===== config.mk =====
export PLATFORM = sky130hd
export DESIGN_NAME = rv_decode_top
export DESIGN_NICKNAME = d
export VERILOG_FILES = /design/src/rv_isa_pkg.sv /design/src/decode_pkg.sv /design/src/decode_skid_buffer.sv /design/src/imm_gen.sv /design/src/opcode_decoder.sv /design/src/rv_decode_top.sv
export SDC_FILE = /design/constraint.sdc
export NUM_CORES = 1
export LEC_CHECK = 0
export ABC_CLOCK_PERIOD_IN_PS = 7500
export BUFFER_PORTS_ARGS = -buffer_cell sky130_fd_sc_hd__buf_4
export CORE_MARGIN = 1
export CORE_UTILIZATION = 40
export DETAILED_ROUTE_END_ITERATION = 8
export SLEW_MARGIN = 20
export SYNTH_ARGS = -nofsm -noshare
export SYNTH_HDL_FRONTEND = slang
export SYNTH_SLANG_ARGS = --single-unit
export TNS_END_PERCENT = 10

===== constraint.sdc =====
create_clock -name clk -period 7.5 [get_ports clk]
set_input_delay 0.75 -clock clk [delete_from_list [all_inputs] [get_ports clk]]
set_output_delay 0.75 -clock clk [all_outputs]
set_load 0.05 [all_outputs]

===== src/rv_isa_pkg.sv =====
package rv_isa_pkg;

    localparam int xlen          = 64;
    localparam int inst_width    = 32;
    localparam int reg_idx_width = 5;
    localparam int opcode_width  = 7;
    localparam int funct3_width  = 3;
    localparam int funct7_width  = 7;

    localparam int rd_base     = 7;   // inst[11:7]
    localparam int funct3_base = 12;  // inst[14:12]
    localparam int rs1_base    = 15;  // inst[19:15]
    localparam int rs2_base    = 20;  // inst[24:20]
    localparam int funct7_base = 25;  // inst[31:25]

    typedef logic [inst_width-1:0]    inst_t;
    typedef logic [xlen-1:0]          xword_t;
    typedef logic [reg_idx_width-1:0] reg_idx_t;
    typedef logic [opcode_width-1:0]  opcode_t;
    typedef logic [funct3_width-1:0]  funct3_t;
    typedef logic [funct7_width-1:0]  funct7_t;

    localparam opcode_t opc_op        = 7'b0110011;
    localparam opcode_t opc_op_imm    = 7'b0010011;
    localparam opcode_t opc_op_32     = 7'b0111011;
    localparam opcode_t opc_op_imm_32 = 7'b0011011;
    localparam opcode_t opc_load      = 7'b0000011;
    localparam opcode_t opc_store     = 7'b0100011;
    localparam opcode_t opc_jal       = 7'b1101111;
    localparam opcode_t opc_jalr      = 7'b1100111;
    localparam opcode_t opc_lui       = 7'b0110111;
    localparam opcode_t opc_auipc     = 7'b0010111;
    localparam opcode_t opc_branch    = 7'b1100011;
    localparam opcode_t opc_system    = 7'b1110011;

    localparam funct3_t f3_add  = 3'b000;  // add/sub/addi/addw/mulw
    localparam funct3_t f3_sll  = 3'b001;
    localparam funct3_t f3_sltu = 3'b011;
    localparam funct3_t f3_xor  = 3'b100;
    localparam funct3_t f3_sr   = 3'b101;  // srli/srai
    localparam funct3_t f3_or   = 3'b110;
    localparam funct3_t f3_and  = 3'b111;
    localparam funct3_t f3_divw = 3'b100;
    localparam funct3_t f3_remw = 3'b110;
    localparam funct3_t f3_remu = 3'b111;
    localparam funct3_t f3_lw   = 3'b010;
    localparam funct3_t f3_ld   = 3'b011;
    localparam funct3_t f3_lbu  = 3'b100;
    localparam funct3_t f3_sb   = 3'b000;
    localparam funct3_t f3_sh   = 3'b001;
    localparam funct3_t f3_sw   = 3'b010;
    localparam funct3_t f3_sd   = 3'b011;
    localparam funct3_t f3_jalr = 3'b000;
    localparam funct3_t f3_beq  = 3'b000;
    localparam funct3_t f3_bne  = 3'b001;
    localparam funct3_t f3_bge  = 3'b101;
    localparam funct3_t f3_bltu = 3'b110;
    localparam funct3_t f3_bgeu = 3'b111;

    localparam funct7_t f7_base   = 7'b0000000;
    localparam funct7_t f7_alt    = 7'b0100000;  // sub, sra
    localparam funct7_t f7_muldiv = 7'b0000001;

    localparam inst_t ebreak_word = 32'h0010_0073;

endpackage


===== src/decode_pkg.sv =====
package decode_pkg;

    typedef enum logic [4:0] {
        alu_add,
        alu_sub,
        alu_and,
        alu_or,
        alu_xor,
        alu_sltu,
        alu_sll,
        alu_srl,
        alu_sra,
        alu_mul,
        alu_div,
        alu_remu,
        alu_rem,
        alu_beq_cmp,
        alu_bne_cmp,
        alu_bge_cmp,
        alu_bltu_cmp,
        alu_bgeu_cmp
    } alu_op_t;

    typedef enum logic [1:0] {
        src_reg,      // rs1 op rs2
        src_imm,      // rs1 op imm
        src_pc_imm,   // pc + imm
        src_pc_four   // pc + 4 as link value
    } alu_src_t;

    // log2 of access bytes
    typedef logic [1:0] mem_size_t;

    localparam mem_size_t mem_byte  = 2'd0;
    localparam mem_size_t mem_half  = 2'd1;
    localparam mem_size_t mem_word  = 2'd2;
    localparam mem_size_t mem_dword = 2'd3;

    typedef struct packed {
        rv_isa_pkg::reg_idx_t rs1;
        rv_isa_pkg::reg_idx_t rs2;
        rv_isa_pkg::reg_idx_t rd;
        logic                 reg_wen;
        alu_op_t              alu_op;
        alu_src_t             alu_src;
        rv_isa_pkg::xword_t   imm;
        logic                 branch;
        logic                 jump;
        logic                 jalr;
        logic                 mem_read;
        logic                 mem_write;
        mem_size_t            mem_size;
        logic                 load_unsigned;
        logic                 word_op;   // sign-extend result from bit 31
        logic                 ebreak;
        logic                 illegal;
    } decoded_t;

    // nothing read, nothing written
    localparam decoded_t decoded_idle = '{
        rs1: '0, rs2: '0, rd: '0, reg_wen: 1'b0,
        alu_op: alu_add, alu_src: src_reg, imm: '0,
        branch: 1'b0, jump: 1'b0, jalr: 1'b0,
        mem_read: 1'b0, mem_write: 1'b0, mem_size: mem_byte, load_unsigned: 1'b0,
        word_op: 1'b0, ebreak: 1'b0, illegal: 1'b0
    };

endpackage


===== src/decode_skid_buffer.sv =====
`timescale 1ns/1ps

module decode_skid_buffer (
    input  logic                 clk,
    input  logic                 reset,
    input  logic                 in_valid,
    output logic                 in_ready,
    input  decode_pkg::decoded_t in_decoded,
    output logic                 out_valid,
    input  logic                 out_ready,
    output decode_pkg::decoded_t out_decoded
);

    logic                 main_valid;
    logic                 skid_valid;
    decode_pkg::decoded_t main_data;
    decode_pkg::decoded_t skid_data;
    logic                 accept_in;
    logic                 load_main;

    assign accept_in = in_valid && in_ready;
    assign load_main = !main_valid || out_ready;  // main empty or draining

    // skid entry only fills while main is stalled
    always_ff @(posedge clk) begin
        if (reset) begin
            main_valid <= 1'b0;
            skid_valid <= 1'b0;
        end else if (load_main) begin
            main_valid <= skid_valid || accept_in;
            skid_valid <= 1'b0;
        end else if (accept_in) begin
            skid_valid <= 1'b1;
        end
    end

    always_ff @(posedge clk) begin
        if (load_main)
            main_data <= skid_valid ? skid_data : in_decoded;  // older item first
        if (accept_in && !load_main)
            skid_data <= in_decoded;
    end

    assign in_ready    = !skid_valid;  // low only with both entries full
    assign out_valid   = main_valid;
    assign out_decoded = main_data;

endmodule


===== src/imm_gen.sv =====
`timescale 1ns/1ps

module imm_gen (
    input  rv_isa_pkg::inst_t  inst,
    output rv_isa_pkg::xword_t imm
);

    localparam int xlen = rv_isa_pkg::xlen;

    rv_isa_pkg::opcode_t opcode;
    logic                sign;

    assign opcode = inst[rv_isa_pkg::opcode_width-1:0];
    assign sign   = inst[31];

    always_comb begin
        case (opcode)
            rv_isa_pkg::opc_op_imm,
            rv_isa_pkg::opc_op_imm_32,
            rv_isa_pkg::opc_load,
            rv_isa_pkg::opc_jalr: begin  // i format including shifts
                imm = {{(xlen-12){sign}}, inst[31:20]};
            end
            rv_isa_pkg::opc_store: begin
                imm = {{(xlen-12){sign}}, inst[31:25], inst[11:7]};
            end
            rv_isa_pkg::opc_branch: begin
                imm = {{(xlen-13){sign}}, inst[31], inst[7], inst[30:25], inst[11:8], 1'b0};
            end
            rv_isa_pkg::opc_lui,
            rv_isa_pkg::opc_auipc: begin
                imm = {{(xlen-32){sign}}, inst[31:12], 12'b0};
            end
            rv_isa_pkg::opc_jal: begin
                imm = {{(xlen-21){sign}}, inst[31], inst[19:12], inst[20], inst[30:21], 1'b0};
            end
            default: imm = '0;  // r-type, system, unknown
        endcase
    end

endmodule


===== src/opcode_decoder.sv =====
`timescale 1ns/1ps

module opcode_decoder (
    input  rv_isa_pkg::inst_t    inst,
    output decode_pkg::decoded_t ctrl
);

    rv_isa_pkg::opcode_t  opcode;
    rv_isa_pkg::funct3_t  funct3;
    rv_isa_pkg::funct7_t  funct7;
    rv_isa_pkg::reg_idx_t rd;
    rv_isa_pkg::reg_idx_t rs1;
    rv_isa_pkg::reg_idx_t rs2;
    logic [rv_isa_pkg::funct7_width-2:0] funct6;  // rv64 shift immediates
    logic                                illegal;

    assign opcode = inst[rv_isa_pkg::opcode_width-1:0];
    assign funct3 = inst[rv_isa_pkg::funct3_base +: rv_isa_pkg::funct3_width];
    assign funct7 = inst[rv_isa_pkg::funct7_base +: rv_isa_pkg::funct7_width];
    assign rd     = inst[rv_isa_pkg::rd_base +: rv_isa_pkg::reg_idx_width];
    assign rs1    = inst[rv_isa_pkg::rs1_base +: rv_isa_pkg::reg_idx_width];
    assign rs2    = inst[rv_isa_pkg::rs2_base +: rv_isa_pkg::reg_idx_width];
    assign funct6 = funct7[rv_isa_pkg::funct7_width-1:1];

    always_comb begin
        ctrl    = decode_pkg::decoded_idle;
        illegal = 1'b0;
        case (opcode)
            rv_isa_pkg::opc_op: begin
                ctrl.rs1     = rs1;
                ctrl.rs2     = rs2;
                ctrl.rd      = rd;
                ctrl.reg_wen = 1'b1;
                case (funct3)
                    rv_isa_pkg::f3_add: begin
                        if (funct7 == rv_isa_pkg::f7_base)
                            ctrl.alu_op = decode_pkg::alu_add;
                        else if (funct7 == rv_isa_pkg::f7_alt)
                            ctrl.alu_op = decode_pkg::alu_sub;
                        else
                            illegal = 1'b1;
                    end
                    rv_isa_pkg::f3_and: begin  // shared with remu
                        if (funct7 == rv_isa_pkg::f7_base)
                            ctrl.alu_op = decode_pkg::alu_and;
                        else if (funct7 == rv_isa_pkg::f7_muldiv)
                            ctrl.alu_op = decode_pkg::alu_remu;
                        else
                            illegal = 1'b1;
                    end
                    rv_isa_pkg::f3_or: begin
                        ctrl.alu_op = decode_pkg::alu_or;
                        illegal     = (funct7 != rv_isa_pkg::f7_base);
                    end
                    rv_isa_pkg::f3_sltu: begin
                        ctrl.alu_op = decode_pkg::alu_sltu;
                        illegal     = (funct7 != rv_isa_pkg::f7_base);
                    end
                    default: illegal = 1'b1;
                endcase
            end
            rv_isa_pkg::opc_op_imm: begin
                ctrl.rs1     = rs1;
                ctrl.rd      = rd;
                ctrl.reg_wen = 1'b1;
                ctrl.alu_src = decode_pkg::src_imm;
                case (funct3)
                    rv_isa_pkg::f3_add:  ctrl.alu_op = decode_pkg::alu_add;
                    rv_isa_pkg::f3_sltu: ctrl.alu_op = decode_pkg::alu_sltu;
                    rv_isa_pkg::f3_and:  ctrl.alu_op = decode_pkg::alu_and;
                    rv_isa_pkg::f3_xor:  ctrl.alu_op = decode_pkg::alu_xor;
                    rv_isa_pkg::f3_sll: begin
                        ctrl.alu_op = decode_pkg::alu_sll;
                        illegal     = (funct6 != rv_isa_pkg::f7_base[6:1]);
                    end
                    rv_isa_pkg::f3_sr: begin
                        if (funct6 == rv_isa_pkg::f7_base[6:1])
                            ctrl.alu_op = decode_pkg::alu_srl;
                        else if (funct6 == rv_isa_pkg::f7_alt[6:1])
                            ctrl.alu_op = decode_pkg::alu_sra;
                        else
                            illegal = 1'b1;
                    end
                    default: illegal = 1'b1;
                endcase
            end
            rv_isa_pkg::opc_op_32: begin
                ctrl.rs1     = rs1;
                ctrl.rs2     = rs2;
                ctrl.rd      = rd;
                ctrl.reg_wen = 1'b1;
                ctrl.word_op = 1'b1;
                case (funct3)
                    rv_isa_pkg::f3_add: begin  // addw, mulw
                        if (funct7 == rv_isa_pkg::f7_base)
                            ctrl.alu_op = decode_pkg::alu_add;
                        else if (funct7 == rv_isa_pkg::f7_muldiv)
                            ctrl.alu_op = decode_pkg::alu_mul;
                        else
                            illegal = 1'b1;
                    end
                    rv_isa_pkg::f3_sll: begin
                        ctrl.alu_op = decode_pkg::alu_sll;
                        illegal     = (funct7 != rv_isa_pkg::f7_base);
                    end
                    rv_isa_pkg::f3_divw: begin
                        ctrl.alu_op = decode_pkg::alu_div;
                        illegal     = (funct7 != rv_isa_pkg::f7_muldiv);
                    end
                    rv_isa_pkg::f3_remw: begin
                        ctrl.alu_op = decode_pkg::alu_rem;
                        illegal     = (funct7 != rv_isa_pkg::f7_muldiv);
                    end
                    default: illegal = 1'b1;
                endcase
            end
            rv_isa_pkg::opc_op_imm_32: begin  // addiw only
                ctrl.rs1     = rs1;
                ctrl.rd      = rd;
                ctrl.reg_wen = 1'b1;
                ctrl.alu_src = decode_pkg::src_imm;
                ctrl.word_op = 1'b1;
                illegal      = (funct3 != rv_isa_pkg::f3_add);
            end
            rv_isa_pkg::opc_load: begin
                ctrl.rs1      = rs1;
                ctrl.rd       = rd;
                ctrl.reg_wen  = 1'b1;
                ctrl.alu_src  = decode_pkg::src_imm;  // rs1 + offset
                ctrl.mem_read = 1'b1;
                case (funct3)
                    rv_isa_pkg::f3_lw: begin
                        ctrl.mem_size = decode_pkg::mem_word;
                        ctrl.word_op  = 1'b1;
                    end
                    rv_isa_pkg::f3_ld: ctrl.mem_size = decode_pkg::mem_dword;
                    rv_isa_pkg::f3_lbu: begin
                        ctrl.mem_size      = decode_pkg::mem_byte;
                        ctrl.load_unsigned = 1'b1;
                    end
                    default: illegal = 1'b1;
                endcase
            end
            rv_isa_pkg::opc_store: begin
                ctrl.rs1       = rs1;
                ctrl.rs2       = rs2;
                ctrl.alu_src   = decode_pkg::src_imm;
                ctrl.mem_write = 1'b1;
                case (funct3)
                    rv_isa_pkg::f3_sb: ctrl.mem_size = decode_pkg::mem_byte;
                    rv_isa_pkg::f3_sh: ctrl.mem_size = decode_pkg::mem_half;
                    rv_isa_pkg::f3_sw: ctrl.mem_size = decode_pkg::mem_word;
                    rv_isa_pkg::f3_sd: ctrl.mem_size = decode_pkg::mem_dword;
                    default: illegal = 1'b1;
                endcase
            end
            rv_isa_pkg::opc_jal: begin
                ctrl.rd      = rd;
                ctrl.reg_wen = 1'b1;
                ctrl.jump    = 1'b1;
                ctrl.alu_src = decode_pkg::src_pc_four;  // link value
            end
            rv_isa_pkg::opc_jalr: begin
                ctrl.rs1     = rs1;
                ctrl.rd      = rd;
                ctrl.reg_wen = 1'b1;
                ctrl.jump    = 1'b1;
                ctrl.jalr    = 1'b1;
                ctrl.alu_src = decode_pkg::src_pc_four;
                illegal      = (funct3 != rv_isa_pkg::f3_jalr);
            end
            rv_isa_pkg::opc_lui: begin
                ctrl.rd      = rd;
                ctrl.reg_wen = 1'b1;
                ctrl.alu_src = decode_pkg::src_imm;  // x0 + imm
            end
            rv_isa_pkg::opc_auipc: begin
                ctrl.rd      = rd;
                ctrl.reg_wen = 1'b1;
                ctrl.alu_src = decode_pkg::src_pc_imm;
            end
            rv_isa_pkg::opc_branch: begin
                ctrl.rs1    = rs1;
                ctrl.rs2    = rs2;
                ctrl.branch = 1'b1;
                case (funct3)
                    rv_isa_pkg::f3_beq:  ctrl.alu_op = decode_pkg::alu_beq_cmp;
                    rv_isa_pkg::f3_bne:  ctrl.alu_op = decode_pkg::alu_bne_cmp;
                    rv_isa_pkg::f3_bge:  ctrl.alu_op = decode_pkg::alu_bge_cmp;
                    rv_isa_pkg::f3_bltu: ctrl.alu_op = decode_pkg::alu_bltu_cmp;
                    rv_isa_pkg::f3_bgeu: ctrl.alu_op = decode_pkg::alu_bgeu_cmp;
                    default: illegal = 1'b1;
                endcase
            end
            rv_isa_pkg::opc_system: begin
                // only the exact ebreak word is kept
                if (inst == rv_isa_pkg::ebreak_word)
                    ctrl.ebreak = 1'b1;
                else
                    illegal = 1'b1;
            end
            default: illegal = 1'b1;
        endcase

        if (illegal) begin
            ctrl         = decode_pkg::decoded_idle;  // drop all side effects
            ctrl.illegal = 1'b1;
        end
    end

endmodule


===== src/rv_decode_top.sv =====
`timescale 1ns/1ps

module rv_decode_top (
    input  logic                 clk,
    input  logic                 reset,
    input  logic                 in_valid,
    output logic                 in_ready,
    input  rv_isa_pkg::inst_t    inst,
    output logic                 out_valid,
    input  logic                 out_ready,
    output decode_pkg::decoded_t out_decoded
);

    decode_pkg::decoded_t decoder_ctrl;
    decode_pkg::decoded_t merged;
    rv_isa_pkg::xword_t   imm;

    opcode_decoder opcode_decoder_inst (
        .inst (inst),
        .ctrl (decoder_ctrl)
    );

    imm_gen imm_gen_inst (
        .inst (inst),
        .imm  (imm)
    );

    always_comb begin
        merged     = decoder_ctrl;
        merged.imm = imm;  // decoder leaves imm at zero
    end

    decode_skid_buffer decode_skid_buffer_inst (
        .clk         (clk),
        .reset       (reset),
        .in_valid    (in_valid),
        .in_ready    (in_ready),
        .in_decoded  (merged),
        .out_valid   (out_valid),
        .out_ready   (out_ready),
        .out_decoded (out_decoded)
    );

endmodule


Yosys cells after proc, flatten, opt, wreduce, memory -nomap -nowiden

Index checks and enable logic that the tools add are counted.

Register bits after elaboration: 198
Output and inout bits: 100
Logic and storage cells: 138

Equality and inequality tests: 24
Muxes and demuxes: 48
Reductions and logical operators: 30

Operators with widths:

| cell                                            | count |
|---|---|
| case mux 64 bit (5 select lines)                | 1 |
| two-way mux 98 bit                              | 2 |
| case mux 5 bit (4 select lines)                 | 3 |
| case mux 5 bit (5 select lines)                 | 2 |
| == test 7 x 6 -> 1 bit, second input constant   | 5 |
| == test 32 x 21 -> 1 bit, second input constant | 1 |
| two-way mux 5 bit                               | 6 |
| == test 7 bit, second input constant            | 4 |
| == test 7 x 5 -> 1 bit, second input constant   | 3 |
| two-way mux 1 bit                               | 21 |
| OR reduction 4 bit                              | 4 |
| OR reduction 2 bit                              | 7 |
| == test 3 bit, second input constant            | 4 |
| two-way mux 4 bit                               | 3 |
| case mux 2 bit (3 select lines)                 | 2 |
| OR reduction 5 bit                              | 2 |
| case mux 1 bit (3 select lines)                 | 3 |
| case mux 1 bit (9 select lines)                 | 1 |
| OR reduction 9 bit                              | 1 |
| case mux 2 bit (2 select lines)                 | 2 |
| OR reduction 8 bit                              | 1 |
| == test 7 x 1 -> 1 bit, second input constant   | 1 |
| == test 7 x 2 -> 1 bit, second input constant   | 1 |
| logical NOT 7 bit                               | 1 |
| 15 further kinds                                | 21 |

Logic depth before layout (Yosys ltp)

Gate-level depths: netlist (run 1).

Depth in word-level cells: 7
Mapped depth: 9
Gate-level depth less buffers: 6

Hierarchy

Synthesis (run 1) repeated with hierarchy kept, for this count alone.

Cell total of the unflattened synthesis: 665
Area, all modules: 9912.0 µm²

Modules (own cells, without submodules):

| module             | times used | cells an instance | area an instance (µm²) | sequential area each (µm²) |
|---|---|---|---|---|
| decode_skid_buffer | 1          | 313               | 7586.0                 | 5925.7 |
| opcode_decoder     | 1          | 237               | 1549.0                 | 0.0 |
| imm_gen            | 1          | 115               | 777.0                  | 0.0 |

Worst setup path before layout (run 1)

Ideal clock, no wire load.

Path type: in2reg
From: input port out_ready
To: register decode_skid_buffer_inst.skid_data[0] (netlist bit) (enable)
Setup time: 0.585 ns
Arrival: 7.331 ns
Path slack: -0.416 ns
Cell stages on the path: 2
Cells stage by stage: nand2b_1 -> nor3b_1

Word-level cells in the longest chain between the ends: 3

RTL lines:

| what                 | line                     | text |
|---|---|---|
| from (decl)          | rv_decode_top.sv:10      | `input logic out_ready,` |
| logical OR 1 bit     | decode_skid_buffer.sv:22 | `assign load_main = !main_valid \|\| out_ready;` |
| logical NOT 1 bit    | decode_skid_buffer.sv:40 | `if (accept_in && !load_main)` |
| logical AND 1 bit    | decode_skid_buffer.sv:40 |  |
| to (signal assigned) | decode_skid_buffer.sv:41 | `skid_data <= in_decoded;` |
| to (decl)            | decode_skid_buffer.sv:17 | `decode_pkg::decoded_t skid_data;` |

Every way passes these cells.
A chain may end at the register's enable or synchronous reset.

Final worst setup path (run 1)

From: input port inst[26]
To: register decode_skid_buffer_inst.main_data, in the netlist decode_skid_buffer_inst.out_decoded[93], data pin

Word-level cells in the longest chain between the ends: 7

RTL lines:

| what                                                 | line                                                             | text |
|---|---|---|
| from (decl)                                          | rv_decode_top.sv:8                                               | `input rv_isa_pkg::inst_t inst,` |
| == test 7 x 1 -> 1 bit, or another cell as far along | opcode_decoder.sv:46, opcode_decoder.sv:97                       |  |
| two-way mux 1 bit (on tied branches)                 | -                                                                |  |
| two-way mux 1 bit (on tied branches)                 | opcode_decoder.sv:44, opcode_decoder.sv:36, opcode_decoder.sv:77 |  |
| case mux 1 bit (3 select lines) (on tied branches)   | opcode_decoder.sv:93, opcode_decoder.sv:34, opcode_decoder.sv:67 |  |
| case mux 1 bit (9 select lines) (*)                  | opcode_decoder.sv:28                                             | `case (opcode)` |
| two-way mux 98 bit (*)                               | opcode_decoder.sv:205                                            | `if (illegal) begin` |
| two-way mux 98 bit (*)                               | decode_skid_buffer.sv:39                                         | `main_data <= skid_valid ? skid_data : in_decoded;` |
| to (signal assigned)                                 | decode_skid_buffer.sv:39                                         |  |
| to (decl)                                            | decode_skid_buffer.sv:16                                         | `decode_pkg::decoded_t main_data;` |

Every way passes the cells marked *; elsewhere a longest branch is shown, timed or not.

==> run summary, run 1 <==
Final Hold Viols -> 0
# setup viols final -> 0
Final min period -> 3.00 ns
Worst Path Max Fanout -> 46
Placed cells -> 829
Post-synth EDFFs -> 132
Post-CTS sizing -> 0
Yosys top cell area share -> 61.0%
Worst R2R End -> decode_skid_buffer_inst.skid_data[30]$_DFFE_PP_
DR WL/cell -> 18.2 µm
Core Rows -> 46
Pwr Density -> 234 nW/µm²
H-tree depth -> 4
Cell taking the most area after synthesis -> edfxtp_1
Fin cells -> 856
Initial DRC count -> 342
Cts hold-fix bufs -> 0
Placed cell area -> 7470 µm²
Final nets -> 668
Antenna Violating Nets Remaining -> 0
Register bit total from synthesis -> 134
DP HPWL -> 10500 µm
Slew Viols, Final -> 0
Die Ht -> 129 µm
Vias -> 4505
TritonCTS Buffers -> 17
Area grow syn2layout -> 22.2%
Status -> finished, final reports clean
Detailed Routing Iterations Pass 1 -> 5
Peak supply drop -> 0.149 mV
Final GP Congestion -> 0.813
CP endpoint -> decode_skid_buffer_inst.out_decoded[93]$_DFFE_PN_
First-pass GRT wire length -> 24000 µm
Yosys warnings -> 0
# Post-CTS Setup Buffers -> 0
Total track usage -> 19.4%
Tightest Pin Transition -> 1.02 ns
Rel. slew slack -> 32.2%
Final WL -> 15600 µm
Setup TNS -> 0 ns
Design area -> 7940 µm²
End-of-flow core utilization -> 50.0%
Core area -> 15900 µm²
Max-Cap Viols -> 0
Post-synthesis cell count -> 537
Crit path launch -> inst[26]
Clock skew -> 0.00534 ns
Post-synth top flop -> edfxtp_1
Drt drc -> 0
Hold WC Path Type -> primary input to register
CP Capture Type -> register
Post-Syn Area -> 6500 µm²
Layout cell share with drive strength beyond 1 -> 33.3%
FMAX -> 0.334 GHz
RSZ-0062 raised after global routing -> false
Sequential-to-total area share from yosys stat -> 61.6%
Static Leak -> 3.13 nW
Ports -> 136
Syn Nets -> 573
Worst Path Arrival -> 3.20 ns
Clock buffer depth -> 2
Worst reg-to-reg path cell count -> 3
Largest net degree at the start of global routing -> 70
Vias/cell -> 5.26
Tcrit/Tclk final -> 40.0%
Total gr overflow -> 0
Hold slack -> 0.501 ns
Clk_lat worst skew -> 0.41 ns
Clock transition at path regs -> 0.05 ns
TritonCTS clock tree -> built
Crit path required time -> 7.70 ns
Vias in the first global route -> 4266
Area contributors post-synth -> edfxtp_1 61%, mux2_2 6.2%, nand2_1 4.2%
Antenna Cells -> 0
Initial antenna violation count -> 0
Ys async rst share -> 0%
Crit start category -> primary input
Critical path class -> primary input to register
Reg2Reg Setup Slack -> 5.10 ns
Critical R2R Launch -> decode_skid_buffer_inst.out_valid$_SDFFE_PP0N_
Die ar. -> 16800 µm²
Mapped Avg Cell Area -> 12.1 µm²
Distinct cell type count after synthesis -> 61
Clock Sinks -> 134
Initial Util -> 40.9%
Die Span X -> 129 µm
Root Buffer Master -> clkbuf_16
PortBufs -> 135
==> metrics by stage <==
step                power, W  setup WS [ns]
finish               0.00186           4.50
global route         0.00193           4.32
CTS                  0.00188           4.51
detailed placement   0.00119           4.08
global placement     0.00119           4.13
floorplan            0.00111          0.238
==> area by class of cell <==
class,instances,area [µm²]
clock buffers,18,429
clock inverters,9,42.5
fillers,1472,7950
inverters,21,78.8
multi-input cells,318,2060
flip-flops and latches,134,4010
well taps,216,270
repair buffers,140,1050
==> kinds of logic after synthesis <==
family | synth area share, %
and+or+nand+nor | 14.6
buffers and inverters | 6.93
adders and majority gates | 0.154
AOI/OAI and AO/OA | 10.2
muxes | 6.39
DFF | 61.6
==> power by group <==
| part | switching (W) | internal [W] | total [W] |
|---|---|---|---|
| logic | 0.000217 | 0.0000830 | 0.000300 |
| registers | 0.0000161 | 0.000860 | 0.000876 |
| clock network | 0.000276 | 0.000403 | 0.000680 |
| total | 0.000510 | 0.00135 | 0.00186 |
==> cell usage after synthesis, drive strengths merged, types with 4 or more instances <==
cell type and instances:
nor3 16, nand2b 8, nand3 10, nor3b 7
buf 39, nor2b 4, nand2 72, mux2 36
nor2 39, o21ai 12, and3 4, inv 20
and2 7, nand4 5, o31ai 16, a21oi 11
o41ai 7, a22o 5, a21o 9, edfxtp 132
clkbuf 25, nor4 8
==> routing by layer <==
| metal | wire length, µm | track usage [%] | vias to the layer above |
|---|---|---|---|
| li1 | - | - | 2154 |
| met1 | 7170 | 26.2 | 2164 |
| met2 | 7250 | 30.2 | 169 |
| met3 | 863 | 5.08 | 18 |
| met4 | 305 | 7.32 | 0 |
| met5 | 0 | 0 | - |
==> state kept, by name, indices dropped and copies added (netlist names) <==
register / cells
decode_skid_buffer_inst.out_decoded: 66
decode_skid_buffer_inst.out_valid: 1
decode_skid_buffer_inst.skid_data: 66
decode_skid_buffer_inst.skid_valid: 1
==> placed cells by master, fill, tap and decap left out, types with 9 or more instances in the layout <==
cell	instances
nor2_1	39
nand3_1	9
mux2_2	36
o21ai_0	12
edfxtp_1	132
a21oi_1	11
nand2_1	72
inv_1	20
a21o_1	9
o31ai_1	16
buf_4	140
clkbuf_16	17
nor3_1	15
==> worst max-delay path: stages <==
cell and delay [ns]:
buf_4 0.12, or4_4 0.57, nor2_1 0.27, a211oi_1 0.15, a311oi_2 0.37, nand3_4 0.46, o41ai_1 0.50
==> worst min-delay path by stage <==
| stage | from | endpoint | cells after the start |
|---|---|---|---|
| global placement | decode_skid_buffer_inst.skid_data[6]$_DFFE_PP_ | decode_skid_buffer_inst.out_decoded[6]$_DFFE_PN_ | 2 |
| floorplan | decode_skid_buffer_inst.skid_data[1]$_DFFE_PP_ | decode_skid_buffer_inst.out_decoded[1]$_DFFE_PN_ | 2 |
| detailed placement | decode_skid_buffer_inst.skid_data[2]$_DFFE_PP_ | decode_skid_buffer_inst.out_decoded[2]$_DFFE_PN_ | 2 |
| global route | reset | decode_skid_buffer_inst.out_valid$_SDFFE_PP0N_ | 2 |
| CTS | reset | decode_skid_buffer_inst.out_valid$_SDFFE_PP0N_ | 2 |
| finish | reset | decode_skid_buffer_inst.out_valid$_SDFFE_PP0N_ | 2 |
Note: power is estimated with default switching activity, not from simulation.
==> run 2, diff against run 1 <==
ABC_CLOCK_PERIOD_IN_PS = 2750   (was 7500)
clock period = 2.75 ns   (was 7.5 ns; I/O delays follow)
==> run 2 against run 1 <==
Compared with the run above: die area stayed put; combinational power grew to 2.8 times the previous value; via count grew 3.6%; final area up 2.9%; critical path type unchanged; critical endpoint is now decode_skid_buffer_inst.out_decoded[79]$_DFFE_PN_; largest power group unchanged.
==> run summary, run 2 (synthesis gave the netlist of run 1 again) <==
Status -> finished, final reports clean
Tcrit/Tclk final -> 80.5%
CP Capture Type -> register
Stages on worst setup path -> 8
Initial Util -> 40.9%
Max-Cap Viols -> 0
Hold Path Stages -> 3
Most frequent CP cell -> buf_4
Rel. slew slack -> 39.1%
CP Cell Sequence -> buf_4 > or4_4 > or3_4 > buf_4 > a21o_1 > a2111oi_0 > nor2_1 > o31ai_1
Layout cell share with drive strength beyond 1 -> 35.1%
Crit path required time -> 2.99 ns
RSZ-0062 raised after global routing -> false
Vias/cell -> 5.29
Static Leak -> 3.24 nW
Drt drc -> 0
Crit start category -> primary input
Worst reg-to-reg path cell count -> 3
Setup TNS -> 0 ns
Slowest cell on crit path -> or4_4
Peak supply drop -> 0.388 mV
Clk_lat worst skew -> 0.41 ns
Commonest non-fill, non-tap cell in the layout -> buf_4
First-pass GRT wire length -> 25100 µm
Clock transition at path regs -> 0.06 ns
Total power -> 0.00515 W
Max incr delay on CP -> 0.58 ns
Final nets -> 689
# setup viols final -> 0
Worst Path Max Fanout -> 4
Root Buffer Master -> clkbuf_16
TritonCTS clock tree -> built
Die ar. -> 16800 µm²
DR WL/cell -> 18.3 µm
Placed cells -> 849
Hold WC Path Type -> primary input to register
Pwr Density -> 630 nW/µm²
Vias -> 4668
Initial DRC count -> 329
TritonCTS Buffers -> 17
Antenna Cells -> 0
Initial antenna violation count -> 0
Final Hold Viols -> 0
Vias in the first global route -> 4568
PortBufs -> 135
Tightest Pin Transition -> 0.913 ns
Total track usage -> 20.2%
Bufs and invs on worst path -> 2
Layout fillers -> 1411
Highest-count cells in the layout ignoring fill and taps -> 157 x buf_4, 132 x edfxtp_1, 72 x nand2_1, 39 x nor2_1, 36 x mux2_2
Largest net degree at the start of global routing -> 69
Core Rows -> 46
Post-CTS sizing -> 0
Final WL -> 16100 µm
Final GP Congestion -> 0.894
Clock buffer depth -> 2
Pre-CTS setup slack -> 0.0921 ns
Slew Viols, Final -> 0
Total gr overflow -> 0
Fin cells -> 882
Final min period -> 2.21 ns
FMAX -> 0.452 GHz
H-tree depth -> 4
DP HPWL -> 11200 µm
Area grow syn2layout -> 25.8%
Antenna Violating Nets Remaining -> 0
Die Ht -> 129 µm
Ports -> 136
Clock skew -> 0.00854 ns
Clock Sinks -> 134
Worst Path Arrival -> 2.45 ns
Core area -> 15900 µm²
Critical path class -> primary input to register
Detailed Routing Iterations Pass 1 -> 4
Die Span X -> 129 µm
Final setup margin -> 0.537 ns
Worst path top cell family by delay -> simple AND/OR/NAND/NOR gates
## run 2: metal layers
layer / track usage (%) / share of wire (%) / vias up
li1: - / - / 2196
met1: 26.2 / 44 / 2262
met2: 33.2 / 48 / 188
met3: 4.95 / 6.3 / 22
met4: 6.84 / 1.5 / 0
met5: 0 / 0 / -
## run 2: metrics by stage
stage | cell area [µm²] | hold WS (ns) | util (%)
2_1_floorplan | 6520 | 0.334 | -
3_3_place_gp | 7670 | 0.430 | 48.3
3_5_place_dp | 7670 | 0.432 | 48.3
4_1_cts | 8170 | 0.130 | 51.4
5_1_grt | 8170 | 0.162 | 51.4
6_report | 8170 | 0.148 | 51.4
## run 2: repair_timing
action / CTS / global route
setup buffers: 0 / 0
hold buffers: 1 / 0
endpoints found under the hold margin: 1 / 0
## run 2: worst register-to-register path, stage by stage, from the launching register on
cell      delay [ns]
dfxtp_2         0.60
clkinv_1        0.39
buf_4           0.38
mux2_2          0.40
## run 2: final timing paths
path	start	end	slack, ns
worst max-delay path	inst[26]	decode_skid_buffer_inst.out_decoded[79]$_DFFE_PN_	0.54
worst max register to register	decode_skid_buffer_inst.skid_valid$_SDFFE_PP0P_	decode_skid_buffer_inst.out_decoded[32]$_DFFE_PN_	0.71
worst min register to register	decode_skid_buffer_inst.skid_data[2]$_DFFE_PP_	decode_skid_buffer_inst.out_decoded[2]$_DFFE_PN_	0.52
worst min-delay path	in_valid	decode_skid_buffer_inst.out_valid$_SDFFE_PP0N_	0.15
## run 2: area by class of cell
cell class / instances / area [µm²] / share of cell area, %
sequential: 134 / 4010 / 49.1
multi-input combinational: 318 / 2070 / 25.4
timing repair buffer: 161 / 1250 / 15.3
clock buffer: 25 / 455 / 5.57
tap: 216 / 270 / 3.31
inverter: 21 / 78.8 / 0.965
clock inverter: 7 / 36.3 / 0.444
## run 2: where the power goes
part           switching (W)  leakage [nW]  internal (W)
logic               0.000605          1.72      0.000245
registers          0.0000395          1.29       0.00234
clock network       0.000781         0.232       0.00114
==> run 3, diff against run 2 <==
ABC_CLOCK_PERIOD_IN_PS = 2000   (was 2750)
clock period = 2 ns   (was 2.75 ns; I/O delays follow)
==> run 3 against run 2 <==
Compared with the run above: the flow now finishes with violations (negative setup slack); via count increased by 7.7%; final area increased by 11%; combinational power increased by 54%; sequential share of layout area decreased by 4.9 points; worst setup slack got worse by 0.68 ns; register-to-register slack got worse by 0.11 ns; clock skew about the same; sequential cell count unchanged; count of clock-buffer cells in the layout decreased by 4; final cell count increased by 9.9%; utilization increased by 5.7 points.
==> run summary, run 3 (synthesis gave the netlist of run 1 again) <==
Static Leak -> 3.77 nW
Met1 Wirelength -> 7660 µm
Core Rows -> 46
Hold WC Path Type -> primary input to register
Peak supply drop -> 0.476 mV
Critical R2R Launch -> decode_skid_buffer_inst.skid_valid$_SDFFE_PP0P_
RSZ-0062 raised after global routing -> true
WL met3 -> 946 µm
Hold path start -> inst[27]
Crit path required time -> 2.16 ns
FMAX -> 0.467 GHz
Area grow syn2layout -> 39.8%
Critical path class -> primary input to register
Clock buffer depth -> 2
Pwr Density -> 826 nW/µm²
Vias in the first global route -> 4842
CP Capture Type -> register
H-tree depth -> 4
Design area -> 9080 µm²
TritonCTS Buffers -> 17
Rel. slew slack -> 44.4%
Area of the multi-input gates -> 2240 µm²
Final Hold Viols -> 0
Final nets -> 776
Die Ht -> 129 µm
Die ar. -> 16800 µm²
Vias/cell -> 5.19
Commonest non-fill, non-tap cell in the layout -> buf_4
End-of-flow core utilization -> 57.2%
Max-Cap Viols -> 0
Initial antenna violation count -> 0
Final WL -> 17300 µm
Clk_lat worst skew -> 0.41 ns
Ports -> 136
Layout fillers -> 1376
Clock Sinks -> 134
Highest-count cells in the layout ignoring fill and taps -> 236 x buf_4, 132 x edfxtp_1, 72 x nand2_1, 36 x mux2_2, 35 x nor2_1
Placed cell area -> 8240 µm²
Layout cell share with drive strength beyond 1 -> 46.7%
Detailed Routing Iterations Pass 1 -> 5
Final min period -> 2.14 ns
Core area -> 15900 µm²
Tightest Pin Transition -> 0.826 ns
Initial DRC count -> 342
Crit start category -> primary input
Root Buffer Master -> clkbuf_16
Pre-CTS setup slack -> -0.665 ns
Worst Path Arrival -> 2.30 ns
Antenna Violating Nets Remaining -> 0
Worst Path Max Fanout -> 6
Final setup margin -> -0.142 ns
Drt drc -> 0
Clock skew -> 0.00834 ns
Die Span X -> 129 µm
Final GP Congestion -> 0.893
Total track usage -> 21.1%
TritonCTS clock tree -> built
Vias -> 5029
Top routing layer used -> met4
Setup TNS -> -1.48 ns
Largest net degree at the start of global routing -> 69
DP HPWL -> 11900 µm
Tcrit/Tclk final -> 107%
Antenna Cells -> 0
Failing checks -> negative setup slack
Status -> complete, but fails checks
First-pass GRT wire length -> 26400 µm
Slew Viols, Final -> 0
Routed met2 length -> 8280 µm
Clock transition at path regs -> 0.06 ns
PortBufs -> 135
Sequential standard cell area -> 4010 µm²
Crit path launch -> inst[26]
Total gr overflow -> 0
DR WL/cell -> 17.8 µm
Initial Util -> 40.9%
# setup viols final -> 34
[run 3: power breakdown]
group / internal, W / switching, W / total [W]
Combinational: 0.000431 / 0.000882 / 0.00131
Sequential: 0.00322 / 0.0000421 / 0.00326
Clock: 0.00181 / 0.00112 / 0.00293
[run 3: final cells by class]
class / count / area share [%]
Clock inverter: 11 / 1.20
Multi-Input combinational cell: 319 / 24.7
Timing Repair Buffer: 247 / 21.3
Sequential cell: 134 / 44.1
Clock buffer: 21 / 4.85
Inverter: 21 / 0.868
Tap cell: 216 / 2.97
[run 3: timing repair]
action,CTS,global route
resized for setup,18,24
hold endpoints to repair,2,0
hold buffers,1,0
cloned,2,0
buffers inserted,11,0
endpoints found under the setup margin,53,59
pin swaps,12,7
[run 3: routing by layer]
metal	global-route usage [%]	up-vias
met5	0	-
li1	-	2385
met4	8.48	0
met3	4.83	20
met2	34.1	182
met1	27.6	2442
[run 3: worst paths after layout]
path	end	cells after the start	slack, ns
max	decode_skid_buffer_inst.out_decoded[0]$_DFFE_PN_	9	-0.14
min	decode_skid_buffer_inst.skid_data[38]$_DFFE_PP_	3	0.08
max reg2reg	decode_skid_buffer_inst.out_decoded[81]$_DFFE_PN_	2	0.60
min reg2reg	decode_skid_buffer_inst.out_decoded[1]$_DFFE_PN_	2	0.52
[run 3: stage by stage]
stage	power, W	hold slack [ns]	std cells
after floorplan	0.00415	0.259	537
after global placement	0.00458	0.355	923
after detailed placement	0.00460	0.365	923
after CTS	0.00757	0.0576	969
after global routing	0.00774	0.103	969
final	0.00751	0.0817	969
[run 3: critical path, stage by stage]
cell       delay (ns)
buf_6            0.09
or4_4            0.58
or3_4            0.37
nor3_4           0.13
a2bb2oi_2        0.18
buf_4            0.17
nand3_4          0.15
buf_4            0.18
mux2_2           0.25
